## src/srt_pkg.sv

```systemverilog
`default_nettype none

package srt_pkg;

  // lanes and tags
  localparam int NUM_LANES = 4;
  localparam int LANE_W = 2;
  localparam int TAG_W = 3;

  // result queue
  localparam int FIFO_DEPTH = 4;
  localparam int FIFO_AW = 2;
  localparam int CNT_W = 3;   // holds 0..FIFO_DEPTH

  // radix-4 recurrence, two quotient bits per step
  localparam int ITERS = 14;
  localparam int ITER_CW = $clog2(ITERS + 1);
  localparam int QUO_W = 2 * ITERS;
  localparam int REM_W = 28;

  // apb word offsets
  localparam logic [7:0] ADDR_A = 8'h00;
  localparam logic [7:0] ADDR_B = 8'h04;
  localparam logic [7:0] ADDR_STATUS = 8'h08;
  localparam logic [7:0] ADDR_RESULT = 8'h0c;

  typedef enum logic [1:0] {
    SP_NORM = 2'd0,
    SP_ZERO = 2'd1,   // 0 / x
    SP_INF  = 2'd2    // x / 0
  } spec_t;

  typedef struct packed {
    logic [TAG_W-1:0]  tag;
    logic              sign;
    logic signed [9:0] exp_diff;   // ea - eb + bias
    logic [23:0]       mant_a;
    logic [23:0]       mant_b;
    spec_t             special;
  } div_job_t;

  typedef struct packed {
    logic [TAG_W-1:0]  tag;
    logic              sign;
    logic signed [9:0] exp_diff;
    spec_t             special;
    logic [QUO_W-1:0]  quot;
    logic              sticky;     // final remainder nonzero
  } lane_res_t;

endpackage

`default_nettype wire

```

## src/fp_unpack.sv

```systemverilog
`default_nettype none

module fp_unpack (
  input  logic [31:0]               a,
  input  logic [31:0]               b,
  input  logic [srt_pkg::TAG_W-1:0] tag,
  output srt_pkg::div_job_t         job
);
  import srt_pkg::*;

  logic [7:0] exp_a;
  logic [7:0] exp_b;
  logic       a_zero;
  logic       b_zero;

  assign exp_a = a[30:23];
  assign exp_b = b[30:23];

  // zero exponent covers zero and denormal, both flushed
  assign a_zero = (exp_a == 8'd0);
  assign b_zero = (exp_b == 8'd0);

  always_comb begin
    job.tag = tag;
    job.sign = a[31] ^ b[31];
    job.exp_diff = $signed({2'b00, exp_a}) - $signed({2'b00, exp_b}) + 10'sd127;

    // hidden bit back in front of the fraction
    job.mant_a = a_zero ? 24'd0 : {1'b1, a[22:0]};
    job.mant_b = b_zero ? 24'd0 : {1'b1, b[22:0]};

    // divide by zero wins over zero dividend
    if (b_zero) begin
      job.special = SP_INF;
    end else if (a_zero) begin
      job.special = SP_ZERO;
    end else begin
      job.special = SP_NORM;
    end
  end

endmodule

`default_nettype wire

```

## src/quo_sel_tab.sv

```systemverilog
`default_nettype none

// r_idx is 4w truncated to quarter units, d_idx the three fraction bits of d
module quo_sel_tab (
  input  logic signed [5:0] r_idx,
  input  logic [2:0]        d_idx,
  output logic signed [2:0] digit
);

  logic signed [5:0] m1;   // lower threshold for digit 1
  logic signed [5:0] m2;   // lower threshold for digit 2

  // thresholds in units of 1/4, one row per divisor interval of width 1/8
  always_comb begin
    case (d_idx)
      3'd0:    {m2, m1} = {6'sd6, 6'sd2};
      3'd1:    {m2, m1} = {6'sd7, 6'sd2};
      3'd2:    {m2, m1} = {6'sd8, 6'sd2};
      3'd3:    {m2, m1} = {6'sd8, 6'sd2};
      3'd4:    {m2, m1} = {6'sd9, 6'sd3};
      3'd5:    {m2, m1} = {6'sd10, 6'sd3};
      3'd6:    {m2, m1} = {6'sd11, 6'sd3};
      default: {m2, m1} = {6'sd11, 6'sd3};
    endcase
  end

  // negative side mirrors the positive thresholds
  always_comb begin
    if (r_idx >= m2) begin
      digit = 3'sd2;
    end else if (r_idx >= m1) begin
      digit = 3'sd1;
    end else if (r_idx >= -m1) begin
      digit = 3'sd0;
    end else if (r_idx >= -m2) begin
      digit = -3'sd1;
    end else begin
      digit = -3'sd2;
    end
  end

endmodule

`default_nettype wire

```

## src/srt4_lane.sv

```systemverilog
`default_nettype none

module srt4_lane (
  input  logic               clk,
  input  logic               rst,
  input  logic               start,
  input  srt_pkg::div_job_t  job,
  output logic               busy,
  output logic               done,
  input  logic               take,
  output srt_pkg::lane_res_t res
);
  import srt_pkg::*;

  div_job_t                job_q;
  logic [ITER_CW-1:0]      cnt;
  logic                    running;
  logic                    last;
  logic                    is_norm;

  logic signed [REM_W-1:0] rem;      // w scaled by 2^25
  logic signed [REM_W-1:0] dvs;      // d on the same scale
  logic signed [REM_W+1:0] rem4;
  logic signed [REM_W+1:0] dmul;
  logic signed [REM_W+1:0] rem_nx;
  logic signed [REM_W-1:0] rem_fin;
  logic                    rem_neg;

  logic signed [2:0]       digit;
  logic [1:0]              dig_lo;
  logic [1:0]              dig_m1;
  logic [QUO_W-1:0]        q_reg;
  logic [QUO_W-1:0]        qm_reg;   // always q_reg minus one ulp
  logic [QUO_W-1:0]        q_nx;
  logic [QUO_W-1:0]        qm_nx;
  logic [QUO_W-1:0]        quot_q;
  logic                    sticky_q;

  assign running = busy & ~done;
  assign last = (cnt == ITER_CW'(ITERS));   // correction step
  assign is_norm = (job_q.special == SP_NORM);

  assign dvs = {2'b00, job_q.mant_b, 2'b00};
  assign rem4 = {rem, 2'b00};

  quo_sel_tab u_qsel (
    .r_idx (rem[REM_W-2 -: 6]),
    .d_idx (job_q.mant_b[22:20]),
    .digit (digit)
  );

  // multiple of the divisor for |digit|
  always_comb begin
    case (digit)
      3'b010, 3'b110: dmul = {1'b0, dvs, 1'b0};
      3'b001, 3'b111: dmul = {2'b00, dvs};
      default:        dmul = '0;
    endcase
  end

  assign rem_nx = digit[2] ? rem4 + dmul : rem4 - dmul;

  // on-the-fly conversion, low two bits of q and q-1
  assign dig_lo = digit[1:0];
  assign dig_m1 = digit[1:0] - 2'd1;
  assign q_nx = (digit >= 3'sd0) ? {q_reg[QUO_W-3:0], dig_lo} : {qm_reg[QUO_W-3:0], dig_lo};
  assign qm_nx = (digit > 3'sd0) ? {q_reg[QUO_W-3:0], dig_m1} : {qm_reg[QUO_W-3:0], dig_m1};

  // negative remainder means the quotient is one ulp high
  assign rem_neg = rem[REM_W-1];
  assign rem_fin = rem_neg ? rem + dvs : rem;

  always_ff @(posedge clk or negedge rst) begin
    if (!rst) begin
      busy <= 1'b0;
      done <= 1'b0;
      cnt <= '0;
    end else if (start) begin
      busy <= 1'b1;
      done <= 1'b0;
      cnt <= '0;
    end else if (take) begin
      busy <= 1'b0;
      done <= 1'b0;
    end else if (running) begin
      if (last) begin
        done <= 1'b1;
      end else begin
        cnt <= cnt + 1'b1;
      end
    end
  end

  always_ff @(posedge clk) begin
    if (start) begin
      job_q <= job;
      rem <= REM_W'(job.mant_a);   // x/4 keeps the first digit in range
      q_reg <= '0;
      qm_reg <= '0;
    end else if (running && !last) begin
      if (is_norm) begin   // special jobs just count down
        rem <= rem_nx[REM_W-1:0];
        q_reg <= q_nx;
        qm_reg <= qm_nx;
      end
    end else if (running) begin
      quot_q <= rem_neg ? qm_reg : q_reg;
      sticky_q <= |rem_fin;
    end
  end

  always_comb begin
    res.tag = job_q.tag;
    res.sign = job_q.sign;
    res.exp_diff = job_q.exp_diff;
    res.special = job_q.special;
    res.quot = quot_q;
    res.sticky = sticky_q;
  end

endmodule

`default_nettype wire

```

## src/apb_dispatch.sv

```systemverilog
`default_nettype none

module apb_dispatch (
  input  logic                          clk,
  input  logic                          rst,
  input  logic                          psel,
  input  logic                          penable,
  input  logic                          pwrite,
  input  logic [7:0]                    paddr,
  input  logic [31:0]                   pwdata,
  output logic [31:0]                   prdata,
  output logic                          pready,
  output logic                          pslverr,
  input  logic [srt_pkg::NUM_LANES-1:0] busy,
  output logic [srt_pkg::NUM_LANES-1:0] start,
  output srt_pkg::div_job_t             job,
  input  logic [31:0]                   fifo_data,
  input  logic [srt_pkg::CNT_W-1:0]     fifo_count,
  output logic                          pop
);
  import srt_pkg::*;

  logic [31:0]          a_reg;
  logic [31:0]          b_reg;
  logic [TAG_W-1:0]     tag_q;
  logic [NUM_LANES-1:0] free;
  logic [NUM_LANES-1:0] pick;
  logic                 access;
  logic                 xfer;
  logic                 wr_a;
  logic                 wr_b;
  logic                 rd_res;
  logic                 addr_ok;
  logic                 fifo_empty;
  div_job_t             new_job;

  fp_unpack u_unpack (
    .a   (a_reg),
    .b   (pwdata),
    .tag (tag_q),
    .job (new_job)
  );

  // a lane with a start in flight is not free yet
  assign free = ~(busy | start);
  assign pick = free & (~free + NUM_LANES'(1));   // lowest free lane

  assign access = psel & penable;
  assign wr_a = access & pwrite & (paddr == ADDR_A);
  assign wr_b = access & pwrite & (paddr == ADDR_B);
  assign rd_res = ~pwrite & (paddr == ADDR_RESULT);
  assign addr_ok = (paddr == ADDR_A) | (paddr == ADDR_B) |
                   (paddr == ADDR_STATUS) | (paddr == ADDR_RESULT);
  assign fifo_empty = (fifo_count == '0);

  assign pready = access & ~(wr_b & ~|free);   // B waits for a lane
  assign xfer = access & pready;
  assign pslverr = xfer & (~addr_ok | (rd_res & fifo_empty));
  assign pop = xfer & rd_res & ~fifo_empty;

  always_comb begin
    prdata = '0;
    if (access && !pwrite) begin
      case (paddr)
        ADDR_A: prdata = a_reg;
        ADDR_B: prdata = b_reg;
        ADDR_STATUS: begin
          prdata[CNT_W-1:0] = fifo_count;
          prdata[8 +: NUM_LANES] = busy;
        end
        ADDR_RESULT: prdata = fifo_empty ? 32'd0 : fifo_data;
        default: prdata = '0;
      endcase
    end
  end

  always_ff @(posedge clk or negedge rst) begin
    if (!rst) begin
      start <= '0;
      tag_q <= '0;
    end else begin
      start <= (xfer & wr_b) ? pick : '0;
      if (xfer && wr_b) tag_q <= tag_q + 1'b1;   // wraps mod 8
    end
  end

  always_ff @(posedge clk) begin
    if (xfer && wr_a) a_reg <= pwdata;
    if (xfer && wr_b) begin
      b_reg <= pwdata;
      job <= new_job;
    end
  end

endmodule

`default_nettype wire

```

## src/result_collect.sv

```systemverilog
`default_nettype none

module result_collect (
  input  logic                          clk,
  input  logic                          rst,
  input  logic [srt_pkg::NUM_LANES-1:0] done,
  input  srt_pkg::lane_res_t            res [srt_pkg::NUM_LANES],
  output logic [srt_pkg::NUM_LANES-1:0] take,
  input  logic                          pop,
  output logic [31:0]                   fifo_data,
  output logic [srt_pkg::CNT_W-1:0]     fifo_count
);
  import srt_pkg::*;

  logic [TAG_W-1:0]   exp_tag;
  logic               hit;
  logic [LANE_W-1:0]  hit_idx;
  logic               room;
  logic               take_vld;
  logic [LANE_W-1:0]  take_idx;
  lane_res_t          cur;
  logic [23:0]        mant;
  logic               guard;
  logic               rnd;
  logic               stk;
  logic               rnd_up;
  logic [24:0]        mant_r;
  logic signed [9:0]  exp_n;
  logic signed [9:0]  exp_r;
  logic [31:0]        res_word;
  logic [31:0]        mem [FIFO_DEPTH];
  logic [FIFO_AW-1:0] wr_ptr;
  logic [FIFO_AW-1:0] rd_ptr;

  // only the lane holding the next tag in sequence
  always_comb begin
    hit = 1'b0;
    hit_idx = '0;
    for (int i = 0; i < NUM_LANES; i++) begin
      if (done[i] && res[i].tag == exp_tag) begin
        hit = 1'b1;
        hit_idx = LANE_W'(i);
      end
    end
  end

  assign room = (int'(fifo_count) + int'(take_vld)) < FIFO_DEPTH;   // count the pending write
  assign take = take_vld ? NUM_LANES'(1) << take_idx : '0;
  assign cur = res[take_idx];

  // normalize to 24 bits, leading one at bit 26 or 25
  always_comb begin
    if (cur.quot[QUO_W-2]) begin
      mant = cur.quot[QUO_W-2 -: 24];
      guard = cur.quot[2];
      rnd = cur.quot[1];
      stk = cur.quot[0] | cur.sticky;
      exp_n = cur.exp_diff;
    end else begin
      mant = cur.quot[QUO_W-3 -: 24];
      guard = cur.quot[1];
      rnd = cur.quot[0];
      stk = cur.sticky;
      exp_n = cur.exp_diff - 10'sd1;
    end
    rnd_up = guard & (rnd | stk | mant[0]);   // ties go to even
    mant_r = {1'b0, mant} + 25'(rnd_up);
    exp_r = mant_r[24] ? exp_n + 10'sd1 : exp_n;   // rounding carried out
  end

  always_comb begin
    case (cur.special)
      SP_ZERO: res_word = {cur.sign, 31'd0};
      SP_INF:  res_word = {cur.sign, 8'hff, 23'd0};
      default: begin
        if (exp_r >= 10'sd255) begin
          res_word = {cur.sign, 8'hff, 23'd0};
        end else if (exp_r < 10'sd1) begin
          res_word = {cur.sign, 31'd0};
        end else begin
          res_word = {cur.sign, exp_r[7:0], mant_r[22:0]};
        end
      end
    endcase
  end

  always_ff @(posedge clk or negedge rst) begin
    if (!rst) begin
      take_vld <= 1'b0;
      take_idx <= '0;
      exp_tag <= '0;
      wr_ptr <= '0;
      rd_ptr <= '0;
      fifo_count <= '0;
    end else begin
      take_vld <= hit & room;
      if (hit && room) begin
        take_idx <= hit_idx;
        exp_tag <= exp_tag + 1'b1;
      end
      if (take_vld) wr_ptr <= wr_ptr + 1'b1;
      if (pop) rd_ptr <= rd_ptr + 1'b1;
      fifo_count <= fifo_count + CNT_W'(take_vld) - CNT_W'(pop);
    end
  end

  // result written while the lane still holds it
  always_ff @(posedge clk) begin
    if (take_vld) mem[wr_ptr] <= res_word;
  end

  assign fifo_data = mem[rd_ptr];

endmodule

`default_nettype wire

```

## src/srt_div_top.sv

```systemverilog
`default_nettype none

module srt_div_top (
  input  logic        clk,
  input  logic        rst,
  input  logic        psel,
  input  logic        penable,
  input  logic        pwrite,
  input  logic [7:0]  paddr,
  input  logic [31:0] pwdata,
  output logic [31:0] prdata,
  output logic        pready,
  output logic        pslverr
);
  import srt_pkg::*;

  logic [NUM_LANES-1:0] busy;
  logic [NUM_LANES-1:0] start;
  logic [NUM_LANES-1:0] done;
  logic [NUM_LANES-1:0] take;
  div_job_t             job;
  lane_res_t            lane_res [NUM_LANES];
  logic [31:0]          fifo_data;
  logic [CNT_W-1:0]     fifo_count;
  logic                 pop;

  apb_dispatch u_disp (
    .clk        (clk),
    .rst        (rst),
    .psel       (psel),
    .penable    (penable),
    .pwrite     (pwrite),
    .paddr      (paddr),
    .pwdata     (pwdata),
    .prdata     (prdata),
    .pready     (pready),
    .pslverr    (pslverr),
    .busy       (busy),
    .start      (start),
    .job        (job),
    .fifo_data  (fifo_data),
    .fifo_count (fifo_count),
    .pop        (pop)
  );

  // job is broadcast, start picks the lane
  for (genvar i = 0; i < NUM_LANES; i++) begin : g_lane
    srt4_lane u_lane (
      .clk   (clk),
      .rst   (rst),
      .start (start[i]),
      .job   (job),
      .busy  (busy[i]),
      .done  (done[i]),
      .take  (take[i]),
      .res   (lane_res[i])
    );
  end

  result_collect u_coll (
    .clk        (clk),
    .rst        (rst),
    .done       (done),
    .res        (lane_res),
    .take       (take),
    .pop        (pop),
    .fifo_data  (fifo_data),
    .fifo_count (fifo_count)
  );

endmodule

`default_nettype wire

```

## config.mk

```make
export PLATFORM = sky130hd
export DESIGN_NAME = srt_div_top
export DESIGN_NICKNAME = d
export VERILOG_FILES = /design/src/srt_pkg.sv /design/src/fp_unpack.sv /design/src/quo_sel_tab.sv /design/src/srt4_lane.sv /design/src/apb_dispatch.sv /design/src/result_collect.sv /design/src/srt_div_top.sv
export SDC_FILE = /design/constraint.sdc
export NUM_CORES = 2
export LEC_CHECK = 0
export BUFFER_PORTS_ARGS = -buffer_cell sky130_fd_sc_hd__buf_2
export CORE_MARGIN = 3
export CORE_UTILIZATION = 45
export CTS_BUF_LIST = sky130_fd_sc_hd__clkbuf_2 sky130_fd_sc_hd__clkbuf_4 sky130_fd_sc_hd__clkbuf_8
export CTS_CLUSTER_SIZE = 10
export DETAILED_ROUTE_END_ITERATION = 6
export GPL_TIMING_DRIVEN = 0
export PLACE_DENSITY_LB_ADDON = 0.25
export SYNTH_ARGS = -nofsm -noshare
export SYNTH_HDL_FRONTEND = slang
export SYNTH_SLANG_ARGS = --single-unit
```

## constraint.sdc

```tcl
create_clock -name clk -period 9.5 [get_ports clk]
set_input_delay 0 -clock clk [delete_from_list [all_inputs] [get_ports clk]]
set_output_delay 0 -clock clk [all_outputs]
set_load 0.01 [all_outputs]
```

==> results.py <==
metrics = {
    "logic_synthesis": {
        "synth.top_cell.area_share_pct": 35.2,
        "yosys.area.top_type": "edfxtp_1",
        "ys_warn_count": 0,
        "syn_area_um2": 53300,
        "netlist_instances": 5290,
        "async_flop_share_pct": 4.89,
        "synth_cell_types": 103,
        "avgSynthCellArea_um2": 10.1,
        "yosys-top-cells-count": "nand2_1 (632), edfxtp_1 (624), nor2_1 (528)",
        "synthTopCellsByArea": "edfxtp_1 (35%), dfxtp_1 (8.7%), ha_1 (6.6%)",
        "ys_ff_latch": 900,
        "yosysMostFrequentCell": "nand2_1",
        "synth-edff-count": 624,
        "synth_flop_cell": "edfxtp_1",
        "yosysSeqAreaShare_pct": 46.0,
    },
    "floorplanning": {
        "die_h_um": 350,
        "ioPinCount": 79,
        "num_rows": 125,
        "initial_core_util_pct": 45.6,
        "die_area_um2": 123000,
        "core_um2": 117000,
        "die_width_um": 350,
    },
    "routing": {
        "firstDrtPassIters": 6,
        "top_layer_used": "met4",
        "wl_um": 176000,
        "ant_nets": 0,
        "drt-wirelength-per-cell_um": 24.2,
        "drt_iter0_markers": 5544,
        "dr_wl_met2_um": 78900,
        "drc_errors": 0,
        "via_per_inst": 6.19,
        "wl_met3_um": 16600,
        "num_vias": 45022,
        "wl_met1_um": 73100,
    },
    "clocking": {
        "cts.clk_slew.worst_paths_ns": 0.06,
        "cts_root_buf": "clkbuf_8",
        "cts_buffers": 150,
        "cts_sinks": 900,
        "cts_tree": "done",
        "cts.htree.levels": 4,
        "clockBufferDepth": 3,
        "insertion_delay_ns": 0.84,
    },
    "placement": {
        "io_buffers": 78,
        "postPlaceCellArea_um2": 55800,
        "dp.cells": 6912,
        "globalplace.congestion": 0.965,
        "dpl.hpwl_um": 128000,
    },
    "sta": {
        "setup_viol": 0,
        "fin_crit_sh_pct": 94.9,
        "fmaxAchievable_ghz": 0.111,
        "tightest_slew_ns": 1.41,
        "hold_viol_final": 0,
        "relSlewSlack_pct": 5.91,
        "fin_setup_tns_ns": 0,
        "grt_setup_unrepaired": "false",
        "final_max_slew_viol_count": 0,
        "skew_ns": 0.0362,
        "min_period_ns": 9.02,
    },
    "grt": {
        "grt_usage_pct": 28.1,
        "grt_pass1_wl_um": 261000,
        "grt_max_degree": 66,
        "antenna_found_initial": 14,
        "gr-total-overflow": 0,
        "grt_pass1_vias": 42040,
    },
    "setup_path": {
        "critPathRequiredTime_ns": 10.22,
        "cp_slowest_cell": "clkbuf_1",
        "start_kind": "flop",
        "path_class": "flop to flop",
        "r2r_slack_ns": 0.48,
        "crit_arrival_ns": 9.73,
        "end_kind": "flop",
        "slowest_delay_ns": 0.50,
        "cp_max_fo": 15,
        "worst_r2r_path_depth": 35,
    },
    "final_layout": {
        "largest_reg_flops": 128,
        "area_growth_pct": 12.4,
        "fin_nets": 5953,
        "fill_cells": 10509,
        "finalNonFillerCells": 7276,
        "regMostFlops": "u_coll.mem",
        "layout-drive-gt1-share_pct": 11.3,
        "final_cell_area_um2": 59900,
        "reg.largest.list": "u_coll.mem (128), g_lane.u_lane.rem (112)",
    },
    "power_and_ir_drop": {
        "p_leak_nw": 21.8,
        "cellPowerDensity_nw_per_um2": 139,
        "ir_worst_vdd_mv": 0.144,
    },
    "min_path": {
        "worstHoldPathCells": 2,
        "hp-class": "primary input to flop",
    },
    "run": {
        "drv_cap": 0,
    },
    "outcome": {
        "status": "finished clean",
    },
}
==> metal layers <==
layer  track usage [%]  up-vias
met5                 0        -
met4              11.7        0
met3              5.67      382
met2              43.5     2227
met1              38.5    21941
li1                  -    20472
==> critical path, delay by kind of cell, from the launching register on <==
family,cells,cell delay [ns]
AOI/OAI and AO/OA,17,3.97
xor gates and xnor gates,1,0.15
adders and majority gates,4,1.03
buffers and inverters,5,1.92
DFF,1,0.37
and+or+nand+nor,8,1.47
==> cell type report <==
type | instances | area [µm²] | area share, %
diodes | 9 | 22.5 | 0.0376
plain buffers | 288 | 1160 | 1.94
clock buffers | 224 | 2670 | 4.46
clock inverters | 55 | 449 | 0.750
inverters | 151 | 569 | 0.951
multi-input cells | 3951 | 27200 | 45.4
flip-flops and latches | 900 | 24500 | 40.9
well taps | 1524 | 1910 | 3.19
repair buffers | 174 | 1440 | 2.40
==> logic make-up after synthesis <==
kind of cell,Yosys count,synth area share [%]
AO/OA/AOI/OAI,1408,17.8
buffers and inverters,444,3.27
AND/OR/NAND/NOR,1703,14.4
multiplexers,247,6.61
XOR/XNOR,295,4.90
adder cells (fa/ha/maj),292,7.00
other,1,0.00704
flip-flops,900,46.0
==> placed cells by master, fill, tap and decap left out, types with 40 or more instances in the layout <==
master | netlist | final
and2_1 | 84 | 79
xnor2_1 | 155 | 155
xor2_1 | 138 | 138
a211oi_1 | 43 | 42
nor3_1 | 78 | 74
mux4_2 | 70 | 70
buf_2 | 9 | 87
nor2_1 | 528 | 528
nand2b_1 | 59 | 58
o21ai_0 | 365 | 364
a21oi_1 | 280 | 280
edfxtp_1 | 624 | 624
nand2_1 | 632 | 631
clkbuf_8 | 0 | 158
dfrtp_1 | 44 | 40
mux2i_1 | 50 | 50
dlygate4sd3_1 | 0 | 78
nor4_1 | 48 | 48
clkbuf_4 | 0 | 66
a22oi_1 | 86 | 86
a311oi_1 | 205 | 204
a31oi_1 | 43 | 43
or3_1 | 40 | 40
a21o_1 | 77 | 77
ha_1 | 282 | 282
inv_1 | 150 | 149
clkbuf_1 | 251 | 241
mux2_2 | 126 | 126
dfxtp_1 | 232 | 232
nand3_1 | 73 | 73
==> what timing repair did <==
| action | 4_1_cts | 5_1_grt |
|---|---|---|
| pin swaps | 0 | 1 |
| resized for setup | 2 | 21 |
| endpoints found under the setup margin | 2 | 26 |
| hold endpoints to repair | 184 | 0 |
| hold buffers | 79 | 0 |
| buffers inserted | 0 | 2 |
==> power by group <==
group	total, mW	internal, mW	switching, mW
sequential	4.19	4.18	0.0138
combinational	0.514	0.219	0.294
clock	3.61	1.93	1.67
total	8.31	6.33	1.98
==> through the flow <==
stage / total power, mW / hold slack (ns) / utilization [%] / setup WS [ns]
after detailed placement: 4.75 / 0.203 / 47.8 / -0.0660
after CTS: 8.34 / 0.0163 / 51.2 / 0.0388
after floorplan: 4.63 / -0.296 / - / 1.99
after global placement: 4.74 / 0.201 / 47.6 / -0.123
after global routing: 8.58 / 0.0116 / 51.2 / 0.0729
final: 8.31 / 0.0802 / 51.2 / 0.481
==> worst paths after layout <==
kind	from	endpoint
max reg2reg	g_lane[3].u_lane.dvs[22]	g_lane[3].u_lane.rem[27]
min	pwdata[12]	u_disp.b_reg[12]
min in group asynchronous	rst	u_disp.start[3]
max	g_lane[3].u_lane.dvs[22]	g_lane[3].u_lane.rem[27]
min reg2reg	u_disp.job[61]	g_lane[3].u_lane.res[42]
max in group asynchronous	rst	u_disp.start[1]
(Power assumes the default switching activity.)
